### src/verilog/lift_pkg.sv
`default_nettype none

package lift_pkg;

    ////////////////////
    // Building size
    ////////////////////

    localparam int NUM_FLOORS = 7;

    // Top floor has no up button, ground floor has no down button
    localparam int NUM_HALL = NUM_FLOORS - 1;

    // One bit per floor
    typedef logic [NUM_FLOORS-1:0] floor_vec_t;

    // Up calls: bit i is floor i. Down calls: bit i is floor i+1
    typedef logic [NUM_HALL-1:0] hall_vec_t;

    ////////////////////
    // Calls and demand
    ////////////////////

    typedef struct packed {
        floor_vec_t car;
        hall_vec_t  hall_up;
        hall_vec_t  hall_down;
    } lift_calls_t;

    // Summary of pending work as seen from the sensed floor
    typedef struct packed {
        logic above;
        logic below;
        logic car_here;
        logic up_here;
        logic down_here;
        logic sensor_ok;
    } lift_demand_t;

    ////////////////////
    // Car state
    ////////////////////

    typedef enum logic [2:0] {
        ST_IDLE       = 3'd0,
        ST_UP         = 3'd1,
        ST_DOWN       = 3'd2,
        ST_DOOR_OPEN  = 3'd3,
        ST_DOOR_WAIT  = 3'd4,
        ST_DOOR_CLOSE = 3'd5
    } lift_state_e;

endpackage

`default_nettype wire

### src/verilog/call_registry.sv
`timescale 1ns/1ps
`default_nettype none

module call_registry (
    input  logic                  clk,
    input  logic                  poweron,
    input  lift_pkg::lift_calls_t pulses,
    input  lift_pkg::lift_calls_t served,
    output lift_pkg::lift_calls_t pending
);
    import lift_pkg::*;

    lift_calls_t pending_nxt;

    ////////////////////
    // Set and clear
    ////////////////////

    // A new press beats a clear in the same cycle
    always_comb begin
        pending_nxt = pending;

        // Car panel, one button per floor
        for (int f = 0; f < NUM_FLOORS; f++) begin
            if (pulses.car[f]) begin
                pending_nxt.car[f] = 1'b1;
            end else if (served.car[f]) begin
                pending_nxt.car[f] = 1'b0;
            end
        end

        // Hall buttons
        for (int h = 0; h < NUM_HALL; h++) begin
            if (pulses.hall_up[h]) begin
                pending_nxt.hall_up[h] = 1'b1;
            end else if (served.hall_up[h]) begin
                pending_nxt.hall_up[h] = 1'b0;
            end

            if (pulses.hall_down[h]) begin
                pending_nxt.hall_down[h] = 1'b1;
            end else if (served.hall_down[h]) begin
                pending_nxt.hall_down[h] = 1'b0;
            end
        end
    end

    ////////////////////
    // Call flags
    ////////////////////

    always_ff @(posedge clk or posedge poweron) begin
        if (poweron) begin
            pending <= '0;
        end else begin
            pending <= pending_nxt;
        end
    end

endmodule

`default_nettype wire

### src/verilog/direction_planner.sv
`timescale 1ns/1ps
`default_nettype none

module direction_planner (
    input  lift_pkg::floor_vec_t   floor_sensor,
    input  lift_pkg::lift_calls_t  pending,
    output lift_pkg::lift_demand_t demand
);
    import lift_pkg::*;

    floor_vec_t up_at;
    floor_vec_t down_at;
    floor_vec_t any_at;
    floor_vec_t above_mask;
    floor_vec_t below_mask;
    logic       seen_one;
    logic       seen_more;

    ////////////////////
    // Sensor check
    ////////////////////

    always_comb begin
        seen_one  = 1'b0;
        seen_more = 1'b0;
        for (int f = 0; f < NUM_FLOORS; f++) begin
            if (floor_sensor[f]) begin
                if (seen_one) begin
                    seen_more = 1'b1;
                end
                seen_one = 1'b1;
            end
        end
    end

    ////////////////////
    // Calls per floor
    ////////////////////

    always_comb begin
        up_at   = '0;
        down_at = '0;
        for (int h = 0; h < NUM_HALL; h++) begin
            up_at[h] = pending.hall_up[h];
            // down button h sits one floor higher
            down_at[h+1] = pending.hall_down[h];
        end
    end

    assign any_at = pending.car | up_at | down_at;

    // Floors strictly above and strictly below the sensed one
    always_comb begin
        logic lower_hit;
        logic upper_hit;

        lower_hit = 1'b0;
        for (int f = 0; f < NUM_FLOORS; f++) begin
            above_mask[f] = lower_hit;
            lower_hit     = lower_hit | floor_sensor[f];
        end

        upper_hit = 1'b0;
        for (int f = NUM_FLOORS - 1; f >= 0; f--) begin
            below_mask[f] = upper_hit;
            upper_hit     = upper_hit | floor_sensor[f];
        end
    end

    ////////////////////
    // Demand flags
    ////////////////////

    always_comb begin
        demand.above     = |(any_at & above_mask);
        demand.below     = |(any_at & below_mask);
        demand.car_here  = |(pending.car & floor_sensor);
        demand.up_here   = |(up_at & floor_sensor);
        demand.down_here = |(down_at & floor_sensor);
        demand.sensor_ok = seen_one & ~seen_more;
    end

endmodule

`default_nettype wire

### src/verilog/car_sequencer.sv
`timescale 1ns/1ps
`default_nettype none

module car_sequencer #(
    parameter int DOOR_CYCLES = 30
) (
    input  logic                   clk,
    input  logic                   poweron,
    input  lift_pkg::floor_vec_t   floor_sensor,
    input  lift_pkg::lift_demand_t demand,
    output lift_pkg::lift_calls_t  served,
    output logic                   motor_up,
    output logic                   motor_down,
    output logic                   door_open,
    output logic                   fault
);
    import lift_pkg::*;

    localparam int CNT_W = (DOOR_CYCLES > 1) ? $clog2(DOOR_CYCLES) : 1;
    localparam logic [CNT_W-1:0] WAIT_LOAD = CNT_W'(DOOR_CYCLES - 1);

    lift_state_e      state;
    lift_state_e      next_state;
    logic [CNT_W-1:0] door_cnt;
    logic             door_q;
    logic             stop_idle;
    logic             stop_up;
    logic             stop_down;
    logic             clr_up;
    logic             clr_down;
    logic             door_held;
    logic             door_busy;

    ////////////////////
    // Stop rules
    ////////////////////

    assign stop_idle = demand.car_here | demand.up_here | demand.down_here;

    // Opposite hall call only taken at the end of the run
    assign stop_up   = demand.car_here | demand.up_here |
                       (~demand.above & demand.down_here);
    assign stop_down = demand.car_here | demand.down_here |
                       (~demand.below & demand.up_here);

    ////////////////////
    // Next state
    ////////////////////

    always_comb begin
        next_state = state;
        clr_up     = 1'b0;
        clr_down   = 1'b0;

        case (state)
            ST_IDLE: begin
                if (!demand.sensor_ok) begin
                    next_state = ST_IDLE;
                end else if (stop_idle) begin
                    next_state = ST_DOOR_OPEN;
                    clr_up     = 1'b1;
                    clr_down   = 1'b1;
                end else if (demand.above) begin
                    next_state = ST_UP;
                end else if (demand.below) begin
                    next_state = ST_DOWN;
                end
            end

            ST_UP: begin
                if (!demand.sensor_ok) begin
                    next_state = ST_IDLE;
                end else if (stop_up) begin
                    next_state = ST_DOOR_OPEN;
                    clr_up     = 1'b1;
                    clr_down   = ~demand.above;
                end else if (!demand.above) begin
                    next_state = ST_IDLE;
                end
            end

            ST_DOWN: begin
                if (!demand.sensor_ok) begin
                    next_state = ST_IDLE;
                end else if (stop_down) begin
                    next_state = ST_DOOR_OPEN;
                    clr_down   = 1'b1;
                    clr_up     = ~demand.below;
                end else if (!demand.below) begin
                    next_state = ST_IDLE;
                end
            end

            ST_DOOR_OPEN: begin
                next_state = ST_DOOR_WAIT;
            end

            ST_DOOR_WAIT: begin
                if (door_cnt == '0) begin
                    next_state = ST_DOOR_CLOSE;
                end
            end

            // Always decide again from idle
            ST_DOOR_CLOSE: begin
                next_state = ST_IDLE;
            end

            default: begin
                next_state = ST_IDLE;
            end
        endcase
    end

    ////////////////////
    // Clear mask
    ////////////////////

    // Only in the cycle the stop is taken
    always_comb begin
        served = '0;
        if (next_state == ST_DOOR_OPEN) begin
            served.car = floor_sensor;
            if (clr_up) begin
                served.hall_up = floor_sensor[NUM_HALL-1:0];
            end
            if (clr_down) begin
                served.hall_down = floor_sensor[NUM_FLOORS-1:1];
            end
        end
    end

    ////////////////////
    // State and door timer
    ////////////////////

    always_ff @(posedge clk or posedge poweron) begin
        if (poweron) begin
            state    <= ST_IDLE;
            door_cnt <= '0;
            door_q   <= 1'b0;
        end else begin
            state <= next_state;
            if (state == ST_DOOR_OPEN) begin
                door_cnt <= WAIT_LOAD;
            end else if (state == ST_DOOR_WAIT && door_cnt != '0) begin
                door_cnt <= door_cnt - 1'b1;
            end
            // Door follows the open states one cycle late
            door_q <= door_held;
        end
    end

    ////////////////////
    // Outputs
    ////////////////////

    assign door_held = (state == ST_DOOR_OPEN) || (state == ST_DOOR_WAIT);
    assign door_busy = door_held || (state == ST_DOOR_CLOSE);

    // Lost position stops the car at once
    assign motor_up   = (state == ST_UP) && demand.sensor_ok;
    assign motor_down = (state == ST_DOWN) && demand.sensor_ok;
    assign fault      = ~demand.sensor_ok && ~door_busy;
    assign door_open  = door_q;

endmodule

`default_nettype wire

### src/verilog/lift_top.sv
`timescale 1ns/1ps
`default_nettype none

module lift_top #(
    parameter int DOOR_CYCLES = 30
) (
    input  logic                  clk,
    input  logic                  poweron,
    input  lift_pkg::floor_vec_t  floor_sensor,
    input  lift_pkg::lift_calls_t call_pulses,
    output lift_pkg::lift_calls_t pending,
    output logic                  motor_up,
    output logic                  motor_down,
    output logic                  door_open,
    output logic                  fault
);
    import lift_pkg::*;

    lift_demand_t demand;
    lift_calls_t  served;

    ////////////////////
    // Call latches
    ////////////////////

    call_registry u_call_registry (
        .clk     (clk),
        .poweron (poweron),
        .pulses  (call_pulses),
        .served  (served),
        .pending (pending)
    );

    ////////////////////
    // Where the work is
    ////////////////////

    direction_planner u_direction_planner (
        .floor_sensor (floor_sensor),
        .pending      (pending),
        .demand       (demand)
    );

    ////////////////////
    // Car control
    ////////////////////

    car_sequencer #(
        .DOOR_CYCLES (DOOR_CYCLES)
    ) u_car_sequencer (
        .clk          (clk),
        .poweron      (poweron),
        .floor_sensor (floor_sensor),
        .demand       (demand),
        .served       (served),
        .motor_up     (motor_up),
        .motor_down   (motor_down),
        .door_open    (door_open),
        .fault        (fault)
    );

endmodule

`default_nettype wire

### config.mk
export PLATFORM = sky130hd
export DESIGN_NAME = lift_top
export DESIGN_NICKNAME = d
export VERILOG_FILES = /design/src/verilog/lift_pkg.sv /design/src/verilog/call_registry.sv /design/src/verilog/direction_planner.sv /design/src/verilog/car_sequencer.sv /design/src/verilog/lift_top.sv
export SDC_FILE = /design/constraint.sdc
export NUM_CORES = 1
export LEC_CHECK = 0
export BUFFER_PORTS_ARGS = -buffer_cell sky130_fd_sc_hd__buf_4
export CAP_MARGIN = 40
export CORE_ASPECT_RATIO = 1.75
export CORE_MARGIN = 2
export CORE_UTILIZATION = 45
export DETAILED_ROUTE_END_ITERATION = 16
export GPL_TIMING_DRIVEN = 0
export PLACE_DENSITY = 0.72
export SLEW_MARGIN = 20
export SYNTH_ARGS = -nofsm -noshare
export SYNTH_HDL_FRONTEND = slang
export SYNTH_SLANG_ARGS = --single-unit
### constraint.sdc
create_clock -name clk -period 3.5 [get_ports clk]
set_clock_uncertainty 0.05 [all_clocks]
set_input_delay 0.875 -clock clk [delete_from_list [all_inputs] [get_ports clk]]
set_output_delay 0.875 -clock clk [all_outputs]
set_load 0.02 [all_outputs]
== After elaboration in Yosys (flattened, before gate mapping) ==
Cells that the tools add are included.
Word-level totals
  register bits: 28
  bits of input ports: 28
  word-level logic and storage cells: 179
  output and inout port bits: 23
Operators by class
  equal/unequal tests: 6
  reduce and logical (&&, ||, !) cells: 34
  add/sub/neg operators: 1
  bitwise logic cells: 30
  mux-type cells: 86
Operators by type and width (number)
  $mux 1: 67
  $reduce_bool 2->1: 20
  $reduce_or 7->1: 5
  $mux 3: 11
  $and 7x7->7: 3
  $mux 19: 1
  $or 1x1->1: 15
  $pmux 3 s5: 1
  $mux 6: 2
  $mux 5: 2
  $eq 3x2->1 const B: 3
  $and 6x7->7: 1
  $and 7x6->7: 1
  $or 7x6->7: 1
  $or 7x7->7: 1
  $eq 3x3->1 const B: 2
  $pmux 1 s3: 2
  $logic_not 5->1: 1
  $not 1->1: 5
  $reduce_bool 5->1: 1
  $sub 5x1->5 const B: 1
  $logic_and 1x1->1: 4
  $and 1x1->1: 3
  $eq 3x1->1 const B: 1
  2 further kinds: 3

== Logic depth before layout (Yosys ltp) ==
  word-level depth: 21
  gate-level depth with buffers: 8
  depth with buffers taken out: 7

== Modules after synthesis ==
Synthesis repeated with hierarchy kept, for this count alone.
Unflattened totals
  cell total of the unflattened synthesis: 206
  area total of the unflattened synthesis: 1784.2 µm²
Modules (own cells, without submodules)
  car_sequencer: times used 1, sequential area each 225.2 µm², cells an instance 94, area each 754.5 µm²
  call_registry: times used 1, sequential area each 475.5 µm², cells an instance 58, area each 693.2 µm²
  direction_planner: times used 1, sequential area each 0.0 µm², cells an instance 54, area each 336.6 µm²

== Worst setup path before layout ==
OpenSTA, ideal clock, no wires.
  path kind: input -> output
  from: in floor_sensor[5]
  to: out motor_down
  required time: 2.575 ns
  arrival: 2.179 ns
  setup slack: 0.396 ns
  stages on the path: 6
  path buffers: 1
  cell sequence: clkbuf_1 > nand2b_1 > a211o_1 > a211oi_4 > nand3b_1 > inv_1
On the way
  word-level cells in the longest chain between the ends: 6
  elaborated cells on any way between the ends: 8
  classes of those cells: mux (5); bitwise (2); reduce/logical (1)
Ends and longest elaborated chain
  start, declared: RTL line lift_top.sv:9  | input lift_pkg::floor_vec_t floor_sensor,
  $mux 1: RTL line direction_planner.sv:27  | if (floor_sensor[f]) begin
  $mux 1: RTL line direction_planner.sv:28  | if (seen_one) begin
  $mux 1: RTL line direction_planner.sv:27
  $not 1->1: RTL line direction_planner.sv:80  | demand.sensor_ok = seen_one & ~seen_more;
  $and 1x1->1 *: RTL line direction_planner.sv:80
  $logic_and 1x1->1 *: RTL line car_sequencer.sv:163  | assign motor_down = (state == ST_DOWN) && demand.sensor_ok;
  end, declared: RTL line lift_top.sv:13  | output logic motor_down,
Mark *: on every way between the ends. The rest lies on a longest branch, timed or not.

== Final worst setup path ==
  from: in floor_sensor[2]
  to: out motor_up
On the way
  word-level cells in the longest chain between the ends: 12
  elaborated cells on any way between the ends: 17
  classes of those cells: mux (14); bitwise (2); reduce/logical (1)
Ends and longest elaborated chain
  $mux 1: RTL line direction_planner.sv:27
  $mux 1: RTL line direction_planner.sv:28
  $mux 1: RTL line direction_planner.sv:27
  $mux 1: RTL line direction_planner.sv:28
  $mux 1: RTL line direction_planner.sv:27
  $mux 1: RTL line direction_planner.sv:28
  $mux 1: RTL line direction_planner.sv:27
  $mux 1: RTL line direction_planner.sv:28
  $mux 1: RTL line direction_planner.sv:27
  $not 1->1: RTL line direction_planner.sv:80
  $and 1x1->1 *: RTL line direction_planner.sv:80
  $logic_and 1x1->1 *: RTL line car_sequencer.sv:162  | assign motor_up = (state == ST_UP) && demand.sensor_ok;
  end, declared: RTL line lift_top.sv:12  | output logic motor_up,
Marked as above.

==> impl_metrics.tcl <==
set metrics [dict create \
    crit_required_ns 2.57 \
    setup.worst_path.start_class "input port" \
    power.density_nw_per_um2 350 \
    synthTopCellsByArea "dfrtp_1 (43%), a21o_1 (8.7%), nand3_1 (4.6%)" \
    cp-startpoint "floor_sensor[2]" \
    dieHeight_um 83.7 \
    postSynthAreaPerCell_sq_um 9.45 \
    synth_fp_nets 202 \
    synth_cell_type_count 45 \
    rows 29 \
    p_sw_uw 225 \
    cts-htree-levels 1 \
    gp_congestion 0.894 \
    cts_buffers 3 \
    syn_to_final_growth_pct 32.3 \
    critPathMaxStageDelay_ns 0.40 \
    min_period_over_period_pct 95.1 \
    cts_tree "done" \
    clock-root-buffer "clkbuf_8" \
    stdcell_area_sq_um 2160 \
    async_flop_share_pct 100 \
    clockPowerShare_pct 26.9 \
    rsz0062_at_grt "false" \
    cap_violations 0 \
    cp_max_fo 4 \
    grt_first_pass_wirelength_um 8110 \
    layout-drive-gt1-share_pct 31.1 \
    synth_edf_count 0 \
    internal_power_uw 532 \
    holdCritPathClass "reg2reg" \
    cp_common_cell "buf_4" \
    antenna_found_initial 0 \
    dp_hpwl_um 3690 \
    ys_warn_count 0 \
    setup_viol 0 \
    nets 258 \
    fp.dieW_um 49.6 \
    ys_ff_latch 28 \
    hold_viol 0 \
    min_period_ns 3.33 \
    p_leak_nw 0.882 \
    placed_area_sq_um 2100 \
    worstSetupPathType "in2out" \
    viasPerCell 6.01 \
    grt_pass1_vias 1729 \
    syn-cell-area_sq_um 1640 \
    gr-total-overflow 0 \
    syn-instance-count 173 \
    vdd_ir_drop_max_mv 0.215 \
    synth_most_common_cell "dfrtp_1" \
    ioPinCount 51 \
    max_clock_freq_mhz 300 \
    drc 0 \
    worstMarginPinSlew_ns 0.621 \
    tns_ns 0 \
    antenna_cells 0 \
    grt_max_degree 17 \
    p_seq_share_pct 50.4 \
    whs_ns 0.427 \
    core_sq_um 3560 \
    ys_seq_area_share_pct 42.8 \
    relSlewSlack_pct 58.4 \
    worst_skew_pair.late_latency_ns 0.28 \
    path_cells "buf_4 > or3_4 > a211o_1 > a211oi_2 > nand2_1 > inv_1 > buf_4" \
    cts.path.max_buffers 2 \
    fillCellCount 355 \
    netlist_top_cells_count "dfrtp_1 (28), a21o_1 (19), nand2_1 (15), nand3_1 (15), nor3_1 (9)" \
    setup_ws_ns 0.170 \
    port_buffers 50 \
    fin_total_pwr_uw 757 \
    cp_slowest_cell "or3_4" \
    cp_top_family "compound AO/OA/AOI/OAI gates" \
    crit_buf_inv 3 \
    switching_share_pct 29.7 \
    start_util_pct 46.0 \
    path_clk_slew_ns 0.09 \
    drv_slew 0 \
    drt_iter0_markers 82 \
    drt_first_pass_iters 4 \
    postRouteAntennaNets 0 \
    dieArea_sq_um 4150 \
    routed_wl_um 4710 \
    synth_area_leader_cell "dfrtp_1" \
    yosysTopAreaCellShare_pct 42.8 \
    status "complete, no violations" \
    clkSinkCount 28 \
    grtUsageTotal_pct 24.8 \
    critPathArrivalTime_ns 2.40 \
    holdBufCountCts 0 \
    post-place-ws_ns -0.0191 \
    post_drt_wl_per_cell_um 17.2 \
    timing.rr.start "u_call_registry.pending[13]" \
    min_from "u_car_sequencer.door_cnt[0]" \
    p_comb_share_pct 22.7 \
    yosys_most_used_dff "dfrtp_1" \
    end_kind "output port" \
    vias 1646 \
]
[final timing paths]
kind / to / slack [ns] / cells past startpoint
setup / recovery: motor_up / 0.17 / 7
hold / removal: u_car_sequencer.door_cnt[0] / 0.43 / 1
setup reg to reg: u_call_registry.pending[1] / 1.09 / 7
hold reg to reg: u_car_sequencer.door_cnt[0] / 0.43 / 1
max in group asynchronous: u_call_registry.pending[3] / 2.33 / 3
min in group asynchronous: u_call_registry.pending[15] / 0.59 / 2
[cell type report]
| class | count | area (sq um) | area share, % |
|---|---|---|---|
| sequential | 28 | 701 | 32.4 |
| multi-input combinational | 132 | 882 | 40.8 |
| inverter | 8 | 30.0 | 1.39 |
| timing repair buffer | 53 | 418 | 19.3 |
| buffer | 3 | 20.0 | 0.925 |
| tap | 46 | 57.6 | 2.66 |
| clock buffer | 4 | 55.1 | 2.54 |
[through the flow]
step | util (%) | instances
after global placement | 58.2 | 269
final | 60.8 | 274
after global routing | 60.8 | 274
after CTS | 60.6 | 274
after detailed placement | 58.9 | 270
after floorplan | - | 173
[per-layer routing]
layer | track usage [%] | routed length [um] | share of wire, % | vias up
li1 | - | - | - | 758
met1 | 28.4 | 1740 | 37 | 810
met2 | 43.4 | 2570 | 55 | 63
met4 | 13.1 | 140 | 3.0 | 0
met5 | 0 | 0 | 0 | -
met3 | 3.05 | 257 | 5.5 | 15
[placed cells by master (no fill, tap or decap), types with 3 or more instances in the layout]
cell type	synthesis	final
a21o_1	19	19
a21oi_1	7	7
a22oi_1	8	8
buf_4	0	52
clkbuf_8	0	4
dfrtp_1	28	28
inv_1	8	8
nand2_1	15	15
nand2b_1	3	3
nand3_1	15	15
nor2_1	8	8
nor3_1	9	9
o21ai_0	8	7
or3_1	4	4
[logic make-up (layout without fill, tap and decap cells)]
logic type | Yosys count | count (layout) | share of synthesized area (%)
simple gates | 70 | 70 | 22.6
compound gates | 59 | 59 | 29.1
flops | 28 | 28 | 42.8
buf+inv | 13 | 68 | 3.52
fa+ha+maj | 2 | 2 | 1.38
mux | 1 | 1 | 0.612
[repair_timing]
action | in CTS | in global routing
setup buffers | 0 | 2
setup endpoints to repair | 1 | 2
pin swaps | 0 | 2
resized for setup | 1 | 1
[registers in the layout (all words and copies together), names as in the netlist]
name,cells
u_car_sequencer.door_open,1
u_call_registry.pending,19
u_car_sequencer.state,3
u_car_sequencer.door_cnt,5
[power groups by stage]
stage                     combinational, mW  sequential, mW  clock, mW
final                                 0.172           0.382      0.204
after global routing                  0.198           0.386      0.222
after CTS                             0.171           0.381      0.207
after detailed placement              0.170           0.388          0
after global placement                0.155           0.385          0
after floorplan                      0.0990           0.385          0
No activity file was read; power rests on OpenSTA's default activity.
